==> src/verilog/decode_pkg.sv <==
`default_nettype none

package decode_pkg;

    localparam int XLEN    = 32;
    localparam int REG_W   = 5;
    localparam int ECODE_W = 6;

    localparam logic [ECODE_W-1:0] ECODE_ADEF = 6'h08;
    localparam logic [ECODE_W-1:0] ECODE_SYS  = 6'h0B;
    localparam logic [ECODE_W-1:0] ECODE_BRK  = 6'h0C;
    localparam logic [ECODE_W-1:0] ECODE_INE  = 6'h0D;

    // Primary opcodes in ir[31:26]
    localparam logic [5:0] OP_GRP0      = 6'b000000;
    localparam logic [5:0] OP_LU12I     = 6'b000101;
    localparam logic [5:0] OP_PCADDU12I = 6'b000111;
    localparam logic [5:0] OP_MEM       = 6'b001010;
    localparam logic [5:0] OP_JIRL      = 6'b010011;
    localparam logic [5:0] OP_B         = 6'b010100;
    localparam logic [5:0] OP_BL        = 6'b010101;
    localparam logic [5:0] OP_BEQ       = 6'b010110;
    localparam logic [5:0] OP_BNE       = 6'b010111;
    localparam logic [5:0] OP_BLT       = 6'b011000;
    localparam logic [5:0] OP_BGE       = 6'b011001;
    localparam logic [5:0] OP_BLTU      = 6'b011010;
    localparam logic [5:0] OP_BGEU      = 6'b011011;

    // Group 0 minor opcodes in ir[25:22]
    localparam logic [3:0] SUB_3R    = 4'b0000;
    localparam logic [3:0] SUB_SHIFT = 4'b0001;
    localparam logic [3:0] SUB_SLTI  = 4'b1000;
    localparam logic [3:0] SUB_SLTUI = 4'b1001;
    localparam logic [3:0] SUB_ADDI  = 4'b1010;
    localparam logic [3:0] SUB_ANDI  = 4'b1101;
    localparam logic [3:0] SUB_ORI   = 4'b1110;
    localparam logic [3:0] SUB_XORI  = 4'b1111;

    // 3R function codes in ir[21:15]
    localparam logic [6:0] FN3R_ADD  = 7'b0100000;
    localparam logic [6:0] FN3R_SUB  = 7'b0100010;
    localparam logic [6:0] FN3R_SLT  = 7'b0100100;
    localparam logic [6:0] FN3R_SLTU = 7'b0100101;
    localparam logic [6:0] FN3R_NOR  = 7'b0101000;
    localparam logic [6:0] FN3R_AND  = 7'b0101001;
    localparam logic [6:0] FN3R_OR   = 7'b0101010;
    localparam logic [6:0] FN3R_XOR  = 7'b0101011;
    localparam logic [6:0] FN3R_SLL  = 7'b0101110;
    localparam logic [6:0] FN3R_SRL  = 7'b0101111;
    localparam logic [6:0] FN3R_SRA  = 7'b0110000;

    localparam logic [16:0] IR_BREAK   = 17'b000000_0000_1010100; // ir[31:15]
    localparam logic [16:0] IR_SYSCALL = 17'b000000_0000_1010110;

    // Memory size/kind in ir[25:22]
    localparam logic [3:0] MEM_LD_B  = 4'b0000;
    localparam logic [3:0] MEM_LD_H  = 4'b0001;
    localparam logic [3:0] MEM_LD_W  = 4'b0010;
    localparam logic [3:0] MEM_ST_B  = 4'b0100;
    localparam logic [3:0] MEM_ST_H  = 4'b0101;
    localparam logic [3:0] MEM_ST_W  = 4'b0110;
    localparam logic [3:0] MEM_LD_BU = 4'b1000;
    localparam logic [3:0] MEM_LD_HU = 4'b1001;

    typedef enum logic [2:0] {
        CLS_ALU         = 3'd0,
        CLS_BRANCH      = 3'd1,
        CLS_LINK_BRANCH = 3'd2,
        CLS_MEM         = 3'd3,
        CLS_EXCP        = 3'd4
    } uop_class_e;

    typedef enum logic [3:0] {
        ALU_AND = 4'd0, ALU_OR = 4'd1, ALU_NOR = 4'd2, ALU_XOR = 4'd3,
        ALU_ADD = 4'd4, ALU_SUB = 4'd5, ALU_SLL = 4'd6, ALU_SRL = 4'd7,
        ALU_SRA = 4'd8, ALU_SLT = 4'd9, ALU_SLTU = 4'd10, ALU_PASS_B = 4'd12
    } alu_op_e;

    typedef enum logic [1:0] {
        SRC2_REG    = 2'd0,
        SRC2_IMM    = 2'd1,
        SRC2_RD_REG = 2'd2, // Compare against rd
        SRC2_CONST4 = 2'd3  // Link address pc+4
    } src2_e;

    typedef struct packed {
        uop_class_e         cls;
        logic [3:0]         subtype;
        alu_op_e            aluop;
        logic               src1_pc;
        src2_e              src2;
        logic               regwrite;
        logic               memread;
        logic               memwrite;
        logic [REG_W-1:0]   rj;
        logic [REG_W-1:0]   rk;
        logic [REG_W-1:0]   rd;
        logic [XLEN-1:0]    imm;
        logic [ECODE_W-1:0] ecode;
    } uop_t;

endpackage

`default_nettype wire
==> src/verilog/uop_if.sv <==
`default_nettype none

// Candidate micro-op from one opcode group
interface uop_if;

    logic             hit;
    decode_pkg::uop_t uop;
    logic             rj_used; // Slot holds a real register index
    logic             rk_used;

    modport group (
        output hit,
        output uop,
        output rj_used,
        output rk_used
    );

    modport merge (
        input hit,
        input uop,
        input rj_used,
        input rk_used
    );

endinterface

`default_nettype wire

==> src/verilog/decode_top.sv <==
`default_nettype none

module decode_top (
    input  logic                           clk,
    input  logic                           arst_n,
    input  logic                           in_valid,
    output logic                           in_ready,
    input  logic [decode_pkg::XLEN-1:0]    ir,
    input  logic [decode_pkg::XLEN-1:0]    pc,
    output logic                           out_valid,
    input  logic                           out_ready,
    output decode_pkg::uop_class_e         out_cls,
    output logic [3:0]                     out_subtype,
    output decode_pkg::alu_op_e            out_aluop,
    output logic                           out_src1_pc,
    output decode_pkg::src2_e              out_src2,
    output logic                           out_regwrite,
    output logic                           out_memread,
    output logic                           out_memwrite,
    output logic [decode_pkg::REG_W-1:0]   out_rj,
    output logic [decode_pkg::REG_W-1:0]   out_rk,
    output logic [decode_pkg::REG_W-1:0]   out_rd,
    output logic [decode_pkg::XLEN-1:0]    out_imm,
    output logic [decode_pkg::ECODE_W-1:0] out_ecode
);

    uop_if alu_bus ();
    uop_if br_bus ();
    uop_if mem_bus ();

    decode_pkg::uop_t sel_uop;
    decode_pkg::uop_t reg_uop;

    alu_decoder alu_decoder_i (.ir(ir), .bus(alu_bus.group));
    branch_decoder branch_decoder_i (.ir(ir), .bus(br_bus.group));
    mem_decoder mem_decoder_i (.ir(ir), .bus(mem_bus.group));

    decode_select decode_select_i (
        .ir      (ir),
        .pc      (pc),
        .alu_bus (alu_bus.merge),
        .br_bus  (br_bus.merge),
        .mem_bus (mem_bus.merge),
        .uop     (sel_uop)
    );

    decode_stage decode_stage_i (
        .clk       (clk),
        .arst_n    (arst_n),
        .in_valid  (in_valid),
        .in_ready  (in_ready),
        .uop_in    (sel_uop),
        .out_valid (out_valid),
        .out_ready (out_ready),
        .uop_out   (reg_uop)
    );

    assign out_cls      = reg_uop.cls;
    assign out_subtype  = reg_uop.subtype;
    assign out_aluop    = reg_uop.aluop;
    assign out_src1_pc  = reg_uop.src1_pc;
    assign out_src2     = reg_uop.src2;
    assign out_regwrite = reg_uop.regwrite;
    assign out_memread  = reg_uop.memread;
    assign out_memwrite = reg_uop.memwrite;
    assign out_rj       = reg_uop.rj;
    assign out_rk       = reg_uop.rk;
    assign out_rd       = reg_uop.rd;
    assign out_imm      = reg_uop.imm;
    assign out_ecode    = reg_uop.ecode;

endmodule

`default_nettype wire

==> src/verilog/decode_stage.sv <==
`default_nettype none

module decode_stage (
    input  logic             clk,
    input  logic             arst_n,
    input  logic             in_valid,
    output logic             in_ready,
    input  decode_pkg::uop_t uop_in,
    output logic             out_valid,
    input  logic             out_ready,
    output decode_pkg::uop_t uop_out
);

    logic load;

    // Free slot, or the held entry leaves this cycle
    assign in_ready = !out_valid || out_ready;
    assign load     = in_valid && in_ready;

    always_ff @(posedge clk or negedge arst_n)
    begin
        if (!arst_n)
            out_valid <= 1'b0;
        else if (in_ready)
            out_valid <= in_valid;
    end

    always_ff @(posedge clk)
    begin
        if (load)
            uop_out <= uop_in;
    end

endmodule

`default_nettype wire

==> src/verilog/decode_select.sv <==
`default_nettype none

module decode_select (
    input  logic [decode_pkg::XLEN-1:0] ir,
    input  logic [decode_pkg::XLEN-1:0] pc,
    uop_if.merge                        alu_bus,
    uop_if.merge                        br_bus,
    uop_if.merge                        mem_bus,
    output decode_pkg::uop_t            uop
);

    decode_pkg::uop_t              cand;
    logic                          rj_used;
    logic                          rk_used;
    logic                          any_hit;
    logic [decode_pkg::ECODE_W-1:0] ecode;

    assign any_hit = alu_bus.hit | br_bus.hit | mem_bus.hit;

    // Groups never overlap, so at most one hits
    always_comb
    begin
        cand    = alu_bus.uop;
        rj_used = alu_bus.rj_used;
        rk_used = alu_bus.rk_used;
        if (br_bus.hit)
        begin
            cand    = br_bus.uop;
            rj_used = br_bus.rj_used;
            rk_used = br_bus.rk_used;
        end
        else if (mem_bus.hit)
        begin
            cand    = mem_bus.uop;
            rj_used = mem_bus.rj_used;
            rk_used = mem_bus.rk_used;
        end
    end

    always_comb
    begin
        if (pc[1:0] != 2'b00)
            ecode = decode_pkg::ECODE_ADEF;
        else if (ir[31:15] == decode_pkg::IR_BREAK)
            ecode = decode_pkg::ECODE_BRK;
        else if (ir[31:15] == decode_pkg::IR_SYSCALL)
            ecode = decode_pkg::ECODE_SYS;
        else if (!any_hit)
            ecode = decode_pkg::ECODE_INE;
        else
            ecode = '0;
    end

    always_comb
    begin
        uop = cand;
        if (!rj_used)
            uop.rj = '0;
        if (!rk_used)
            uop.rk = '0;
        if (ecode != '0)
        begin
            uop       = '0; // Exception carries only its code
            uop.cls   = decode_pkg::CLS_EXCP;
            uop.ecode = ecode;
        end
    end

endmodule

`default_nettype wire

==> src/verilog/mem_decoder.sv <==
`default_nettype none

module mem_decoder (
    input  logic [decode_pkg::XLEN-1:0] ir,
    uop_if.group                        bus
);

    logic kind_ok;
    logic store;

    always_comb
    begin
        kind_ok         = 1'b1;
        bus.uop         = '0;
        bus.uop.cls     = decode_pkg::CLS_MEM;
        bus.uop.aluop   = decode_pkg::ALU_ADD; // Address is rj plus offset
        bus.uop.src2    = decode_pkg::SRC2_IMM;
        bus.uop.rj      = ir[9:5];
        bus.uop.rd      = ir[4:0];
        bus.uop.imm     = {{20{ir[21]}}, ir[21:10]};
        case (ir[25:22])
            decode_pkg::MEM_LD_B:  bus.uop.subtype = 4'd0;
            decode_pkg::MEM_LD_H:  bus.uop.subtype = 4'd1;
            decode_pkg::MEM_LD_W:  bus.uop.subtype = 4'd2;
            decode_pkg::MEM_ST_B:  bus.uop.subtype = 4'd3;
            decode_pkg::MEM_ST_H:  bus.uop.subtype = 4'd4;
            decode_pkg::MEM_ST_W:  bus.uop.subtype = 4'd5;
            decode_pkg::MEM_LD_BU: bus.uop.subtype = 4'd6;
            decode_pkg::MEM_LD_HU: bus.uop.subtype = 4'd7;
            default:               kind_ok = 1'b0; // PRELD lands here too
        endcase
        store            = ir[24] && !ir[25];
        bus.hit          = kind_ok && (ir[31:26] == decode_pkg::OP_MEM);
        bus.uop.memwrite = store;
        bus.uop.memread  = !store;
        bus.uop.regwrite = !store;
        bus.rj_used      = 1'b1;
        bus.rk_used      = 1'b0;
    end

endmodule

`default_nettype wire

==> src/verilog/branch_decoder.sv <==
`default_nettype none

module branch_decoder (
    input  logic [decode_pkg::XLEN-1:0] ir,
    uop_if.group                        bus
);

    logic [decode_pkg::XLEN-1:0] off16;
    logic [decode_pkg::XLEN-1:0] off26;

    assign off16 = {{14{ir[25]}}, ir[25:10], 2'b00};
    assign off26 = {{4{ir[9]}}, ir[9:0], ir[25:10], 2'b00}; // High part sits in ir[9:0]

    always_comb
    begin
        bus.hit         = 1'b1;
        bus.rj_used     = 1'b1;
        bus.rk_used     = 1'b0;
        bus.uop         = '0;
        bus.uop.cls     = decode_pkg::CLS_BRANCH;
        bus.uop.aluop   = decode_pkg::ALU_SUB;
        bus.uop.src2    = decode_pkg::SRC2_RD_REG;
        bus.uop.rj      = ir[9:5];
        bus.uop.rd      = ir[4:0];
        bus.uop.imm     = off16;
        bus.uop.subtype = 4'(ir[31:26] - decode_pkg::OP_BEQ + 6'd1); // BEQ 1 to BGEU 6
        case (ir[31:26])
            decode_pkg::OP_JIRL, decode_pkg::OP_BL:
            begin
                bus.uop.cls      = decode_pkg::CLS_LINK_BRANCH;
                bus.uop.aluop    = decode_pkg::ALU_ADD;
                bus.uop.src1_pc  = 1'b1;
                bus.uop.src2     = decode_pkg::SRC2_CONST4;
                bus.uop.regwrite = 1'b1;
                bus.uop.subtype  = {3'b0, ir[28]}; // JIRL 0, BL 1
                if (ir[28])
                begin
                    bus.rj_used = 1'b0;
                    bus.uop.rd  = 5'd1;
                    bus.uop.imm = off26;
                end
            end
            decode_pkg::OP_B:
            begin
                bus.rj_used     = 1'b0;
                bus.uop.subtype = 4'd0;
                bus.uop.src2    = decode_pkg::SRC2_REG;
                bus.uop.rd      = '0;
                bus.uop.imm     = off26;
            end
            decode_pkg::OP_BEQ, decode_pkg::OP_BNE: ;
            decode_pkg::OP_BLT, decode_pkg::OP_BGE:  bus.uop.aluop = decode_pkg::ALU_SLT;
            decode_pkg::OP_BLTU, decode_pkg::OP_BGEU: bus.uop.aluop = decode_pkg::ALU_SLTU;
            default: bus.hit = 1'b0;
        endcase
    end

endmodule

`default_nettype wire

==> src/verilog/alu_decoder.sv <==
`default_nettype none

module alu_decoder (
    input  logic [decode_pkg::XLEN-1:0] ir,
    uop_if.group                        bus
);

    logic [decode_pkg::XLEN-1:0] imm_sx;
    logic [decode_pkg::XLEN-1:0] imm_zx;

    assign imm_sx = {{20{ir[21]}}, ir[21:10]};
    assign imm_zx = {20'b0, ir[21:10]};

    always_comb
    begin
        bus.hit          = 1'b1;
        bus.rj_used      = 1'b1;
        bus.rk_used      = 1'b0;
        bus.uop          = '0;
        bus.uop.cls      = decode_pkg::CLS_ALU;
        bus.uop.src2     = decode_pkg::SRC2_IMM;
        bus.uop.regwrite = 1'b1;
        bus.uop.rj       = ir[9:5];
        bus.uop.rk       = ir[14:10];
        bus.uop.rd       = ir[4:0];
        case (ir[31:26])
            decode_pkg::OP_GRP0:
                case (ir[25:22])
                    decode_pkg::SUB_3R:
                    begin
                        bus.rk_used  = 1'b1;
                        bus.uop.src2 = decode_pkg::SRC2_REG;
                        case (ir[21:15])
                            decode_pkg::FN3R_ADD:  bus.uop.aluop = decode_pkg::ALU_ADD;
                            decode_pkg::FN3R_SUB:  bus.uop.aluop = decode_pkg::ALU_SUB;
                            decode_pkg::FN3R_SLT:  bus.uop.aluop = decode_pkg::ALU_SLT;
                            decode_pkg::FN3R_SLTU: bus.uop.aluop = decode_pkg::ALU_SLTU;
                            decode_pkg::FN3R_NOR:  bus.uop.aluop = decode_pkg::ALU_NOR;
                            decode_pkg::FN3R_AND:  bus.uop.aluop = decode_pkg::ALU_AND;
                            decode_pkg::FN3R_OR:   bus.uop.aluop = decode_pkg::ALU_OR;
                            decode_pkg::FN3R_XOR:  bus.uop.aluop = decode_pkg::ALU_XOR;
                            decode_pkg::FN3R_SLL:  bus.uop.aluop = decode_pkg::ALU_SLL;
                            decode_pkg::FN3R_SRL:  bus.uop.aluop = decode_pkg::ALU_SRL;
                            decode_pkg::FN3R_SRA:  bus.uop.aluop = decode_pkg::ALU_SRA;
                            default:               bus.hit = 1'b0; // Also BREAK, SYSCALL
                        endcase
                    end
                    decode_pkg::SUB_SHIFT:
                    begin
                        bus.uop.imm = {27'b0, ir[14:10]};
                        bus.hit     = (ir[21:20] == 2'b00) && (ir[17:15] == 3'b001);
                        case (ir[19:18])
                            2'b00:   bus.uop.aluop = decode_pkg::ALU_SLL;
                            2'b01:   bus.uop.aluop = decode_pkg::ALU_SRL;
                            2'b10:   bus.uop.aluop = decode_pkg::ALU_SRA;
                            default: bus.hit = 1'b0;
                        endcase
                    end
                    decode_pkg::SUB_SLTI:
                    begin
                        bus.uop.aluop = decode_pkg::ALU_SLT;
                        bus.uop.imm   = imm_sx;
                    end
                    decode_pkg::SUB_SLTUI:
                    begin
                        bus.uop.aluop = decode_pkg::ALU_SLTU;
                        bus.uop.imm   = imm_sx;
                    end
                    decode_pkg::SUB_ADDI:
                    begin
                        bus.uop.aluop = decode_pkg::ALU_ADD;
                        bus.uop.imm   = imm_sx;
                    end
                    decode_pkg::SUB_ANDI:
                    begin
                        bus.uop.aluop = decode_pkg::ALU_AND;
                        bus.uop.imm   = imm_zx;
                    end
                    decode_pkg::SUB_ORI:
                    begin
                        bus.uop.aluop = decode_pkg::ALU_OR;
                        bus.uop.imm   = imm_zx;
                    end
                    decode_pkg::SUB_XORI:
                    begin
                        bus.uop.aluop = decode_pkg::ALU_XOR;
                        bus.uop.imm   = imm_zx;
                    end
                    default: bus.hit = 1'b0;
                endcase
            decode_pkg::OP_LU12I:
            begin
                bus.hit       = !ir[25];
                bus.rj_used   = 1'b0;
                bus.uop.aluop = decode_pkg::ALU_PASS_B;
                bus.uop.imm   = {ir[24:5], 12'b0};
            end
            decode_pkg::OP_PCADDU12I:
            begin
                bus.hit         = !ir[25];
                bus.rj_used     = 1'b0;
                bus.uop.aluop   = decode_pkg::ALU_ADD;
                bus.uop.src1_pc = 1'b1;
                bus.uop.imm     = {ir[24:5], 12'b0};
            end
            default: bus.hit = 1'b0;
        endcase
    end

endmodule

`default_nettype wire

==> config.mk <==
export PLATFORM = sky130hd
export DESIGN_NAME = decode_top
export DESIGN_NICKNAME = d
export VERILOG_FILES = /design/src/verilog/decode_pkg.sv /design/src/verilog/uop_if.sv /design/src/verilog/decode_top.sv /design/src/verilog/decode_stage.sv /design/src/verilog/decode_select.sv /design/src/verilog/mem_decoder.sv /design/src/verilog/branch_decoder.sv /design/src/verilog/alu_decoder.sv
export SDC_FILE = /design/constraint.sdc
export NUM_CORES = 1
export LEC_CHECK = 0
export BUFFER_PORTS_ARGS = -buffer_cell sky130_fd_sc_hd__clkbuf_2
export CAP_MARGIN = 20
export CORE_MARGIN = 3
export CORE_UTILIZATION = 35
export CTS_CLUSTER_SIZE = 40
export DETAILED_ROUTE_END_ITERATION = 10
export GPL_TIMING_DRIVEN = 0
export PLACE_DENSITY = 0.6
export SLEW_MARGIN = 20
export SYNTH_ARGS = -nofsm -noshare
export SYNTH_HDL_FRONTEND = slang
export SYNTH_SLANG_ARGS = --single-unit
==> constraint.sdc <==
create_clock -name clk -period 3.45 [get_ports clk]
set_clock_uncertainty 0.15 [all_clocks]
set_input_delay 0.1725 -clock clk [delete_from_list [all_inputs] [get_ports clk]]
set_output_delay 0.1725 -clock clk [all_outputs]
set_load 0.05 [all_outputs]
==> impl_metrics.env <==
export IMPL_max_slew_margin=0.413
export IMPL_crit_start="ir[24]"
export IMPL_slowest_stage="nor4_2"
export IMPL_vdd_drop_max_mv=0.254
export IMPL_maxCapViolCount=0
export IMPL_grt_total_usage=0.192
export IMPL_die_w_um=114
export IMPL_synth_edff_count=68
export IMPL_rr_worst_depth=3
export IMPL_crit_buf_inv=3
export IMPL_wl_per_cell_um=19.1
export IMPL_fin_nets=582
export IMPL_ys_warn_count=0
export IMPL_finalCritPeriodShare=0.779
export IMPL_tritoncts="built"
export IMPL_cts_root_buf="clkbuf_16"
export IMPL_crit_fanout=10
export IMPL_synth_commonest_cells="edfxtp_1, nand2_1, a21oi_1"
export IMPL_grt_overflow=0
export IMPL_r2r_start="decode_stage_i.out_valid"
export IMPL_setup_viol=0
export IMPL_core_area_um2=11100
export IMPL_synth_top_area_share=0.502
export IMPL_finalMaxSlewViolations=0
export IMPL_fin_util=0.461
export IMPL_hold_depth=3
export IMPL_place_gp_congestion=0.950
export IMPL_synth_seq_cells=69
export IMPL_viasPerCell=5.57
export IMPL_final_hold_viol_count=0
export IMPL_drtIter0Drc=233
export IMPL_ys_flop_type="edfxtp_1"
export IMPL_synth_area_leaders="edfxtp_1, a21oi_1, nand2_1"
export IMPL_area_growth_syn_to_layout_pct=25.5
export IMPL_cts_htree_levels=3
export IMPL_die_h_um=114
export IMPL_max_stage_delay_ns=0.59
export IMPL_grt_max_degree=50
export IMPL_start_util=0.368
export IMPL_ff2ff_setup_slack_ns=1.82
export IMPL_fillers=1105
export IMPL_cts_buffer_depth=2
export IMPL_cp_end_kind="register"
export IMPL_crit_top_cell="clkbuf_1"
export IMPL_syn_area_um2=4070
export IMPL_ant_nets=0
export IMPL_layout_drive_gt1_share=0.300
export IMPL_diodes=0
export IMPL_dr_pass1_iters=5
export IMPL_place_inst=635
export IMPL_timing_hold_ws_ns=0.0117
export IMPL_tns_ns=0
export IMPL_synth_avg_cell_area_um2=10.5
export IMPL_power_total_uw=2250
export IMPL_drc=0
export IMPL_wl_mm=12.5
export IMPL_layout_cells_non_filler=653
export IMPL_grt_first_pass_wirelength_mm=19.1
export IMPL_grt_setup_unrepaired="false"
export IMPL_clock_fmax_ghz=0.372
export IMPL_antenna_found_initial=0
export IMPL_pin_count=140
export IMPL_port_buffers=105
export IMPL_dp_hpwl_mm=9.54
export IMPL_crit_chain="clkbuf_1 > nor4_2 > nand4_1 > o21ai_0 > clkbuf_1 > clkbuf_1 > a211oi_1"
export IMPL_cts_resized=0
export IMPL_crit_required_ns=3.34
export IMPL_min_from="out_ready"
export IMPL_dieArea_um2=13000
export IMPL_crit_type="in -> reg"
export IMPL_cts_sinks=69
export IMPL_netlist_instances=388
export IMPL_critPathTopFamily="buffers and inverters"
export IMPL_rows=38
export IMPL_fin_crit_ns=2.69
export IMPL_async_reset_ff_frac=0.0145
export IMPL_start_kind="input port"
export IMPL_status="finished clean"
export IMPL_synth_most_common_cell="edfxtp_1"
export IMPL_worst_path_stages=7
export IMPL_ys_types=63
export IMPL_worstHoldPathType="in -> reg"
export IMPL_p_leak_uw=0.00196
export IMPL_clock_latency_ns=0.32
export IMPL_yosysSeqAreaShare=0.508
export IMPL_cellPowerDensity_nw_per_um2=440
export IMPL_grt_pass1_vias=3498
export IMPL_cp_arrival_ns=2.58
export IMPL_vias=3635
export IMPL_tightest_slew_ns=0.880
export IMPL_cts_made_buffers=9
export IMPL_synth_area_leader_cell="edfxtp_1"
export IMPL_clkTransAtPathRegs_ns=0.05
[layout by cell type, fill, tap and decap left out, drive strengths merged, types with 5 or more instances in the layout]
cell / instances
a211oi: 5
a21oi: 36
a22o: 10
and2: 10
buf: 16
clkbuf: 135
edfxtp: 68
ha: 5
inv: 8
nand2: 38
nand3: 6
nand4: 5
nor2: 16
nor2b: 10
nor3: 21
nor3b: 5
nor4: 8
o21ai: 20
o22ai: 13
o31a: 5
or2: 7
[sequential cells by signal (all words and copies together), names as in the netlist]
signal and count:
decode_stage_i.out_valid 1, decode_stage_i.uop_out 68
[logic make-up (layout without fill, tap and decap cells)]
group / Yosys count / in the layout / share of synthesized area
compound gates: 119 / 119 / 0.198
xor+xnor: 5 / 5 / 0.0108
fa+ha+maj: 5 / 5 / 0.0154
buf+inv: 40 / 164 / 0.0458
flops: 69 / 69 / 0.508
mux: 3 / 3 / 0.00768
other cells: 1 / 2 / 0.000921
simple gates: 146 / 146 / 0.214
[cell type report]
type / count / area, µm² / area share
multi-input cells: 280 / 1820 / 0.357
clock inverters: 2 / 35.0 / 0.00685
flip-flops and latches: 69 / 2070 / 0.404
clock buffers: 13 / 240 / 0.0470
inverters: 8 / 30.0 / 0.00588
well taps: 140 / 175 / 0.0343
repair buffers: 109 / 583 / 0.114
plain buffers: 32 / 156 / 0.0306
[tightest hold or removal path: stages]
cell      delay, ns
clkbuf_2       0.07
nand2b_1       0.13
nand2b_1       0.06
[report_power, final]
group / leakage (µW) / internal, µW / switching, µW
clock network: 0.000134 / 555 / 317
registers: 0.000690 / 959 / 10.5
logic: 0.00114 / 105 / 300
[path summary, 6_finish.rpt]
check                                             end
hold / removal               decode_stage_i.out_valid
max in group asynchronous    decode_stage_i.out_valid
min in group asynchronous    decode_stage_i.out_valid
setup reg to reg           decode_stage_i.uop_out[19]
hold reg to reg              decode_stage_i.out_valid
setup / recovery           decode_stage_i.uop_out[62]
[metal layers]
| metal | vias to the layer above | wire (µm) | GRT usage |
|---|---|---|---|
| li1 | 1728 | - | - |
| met5 | - | 0 | 0 |
| met2 | 154 | 5950 | 0.313 |
| met4 | 0 | 229 | 0.0618 |
| met3 | 16 | 922 | 0.0366 |
| met1 | 1737 | 5370 | 0.259 |
[timing repair]
| action | 4_1_cts | 5_1_grt |
|---|---|---|
| hold endpoints to repair | 2 | 0 |
| setup buffers | 0 | 0 |
| hold buffers | 3 | 0 |
| setup endpoints to repair | 0 | 0 |
[through the flow]
step / setup slack (ns) / instance area [µm²]
after floorplan: 0.127 / 4080
after global placement: 0.220 / 4780
after detailed placement: 0.393 / 4810
after CTS: 0.727 / 5110
after global routing: 0.570 / 5110
final: 0.761 / 5110
No activity file was read; power rests on OpenSTA's default activity.
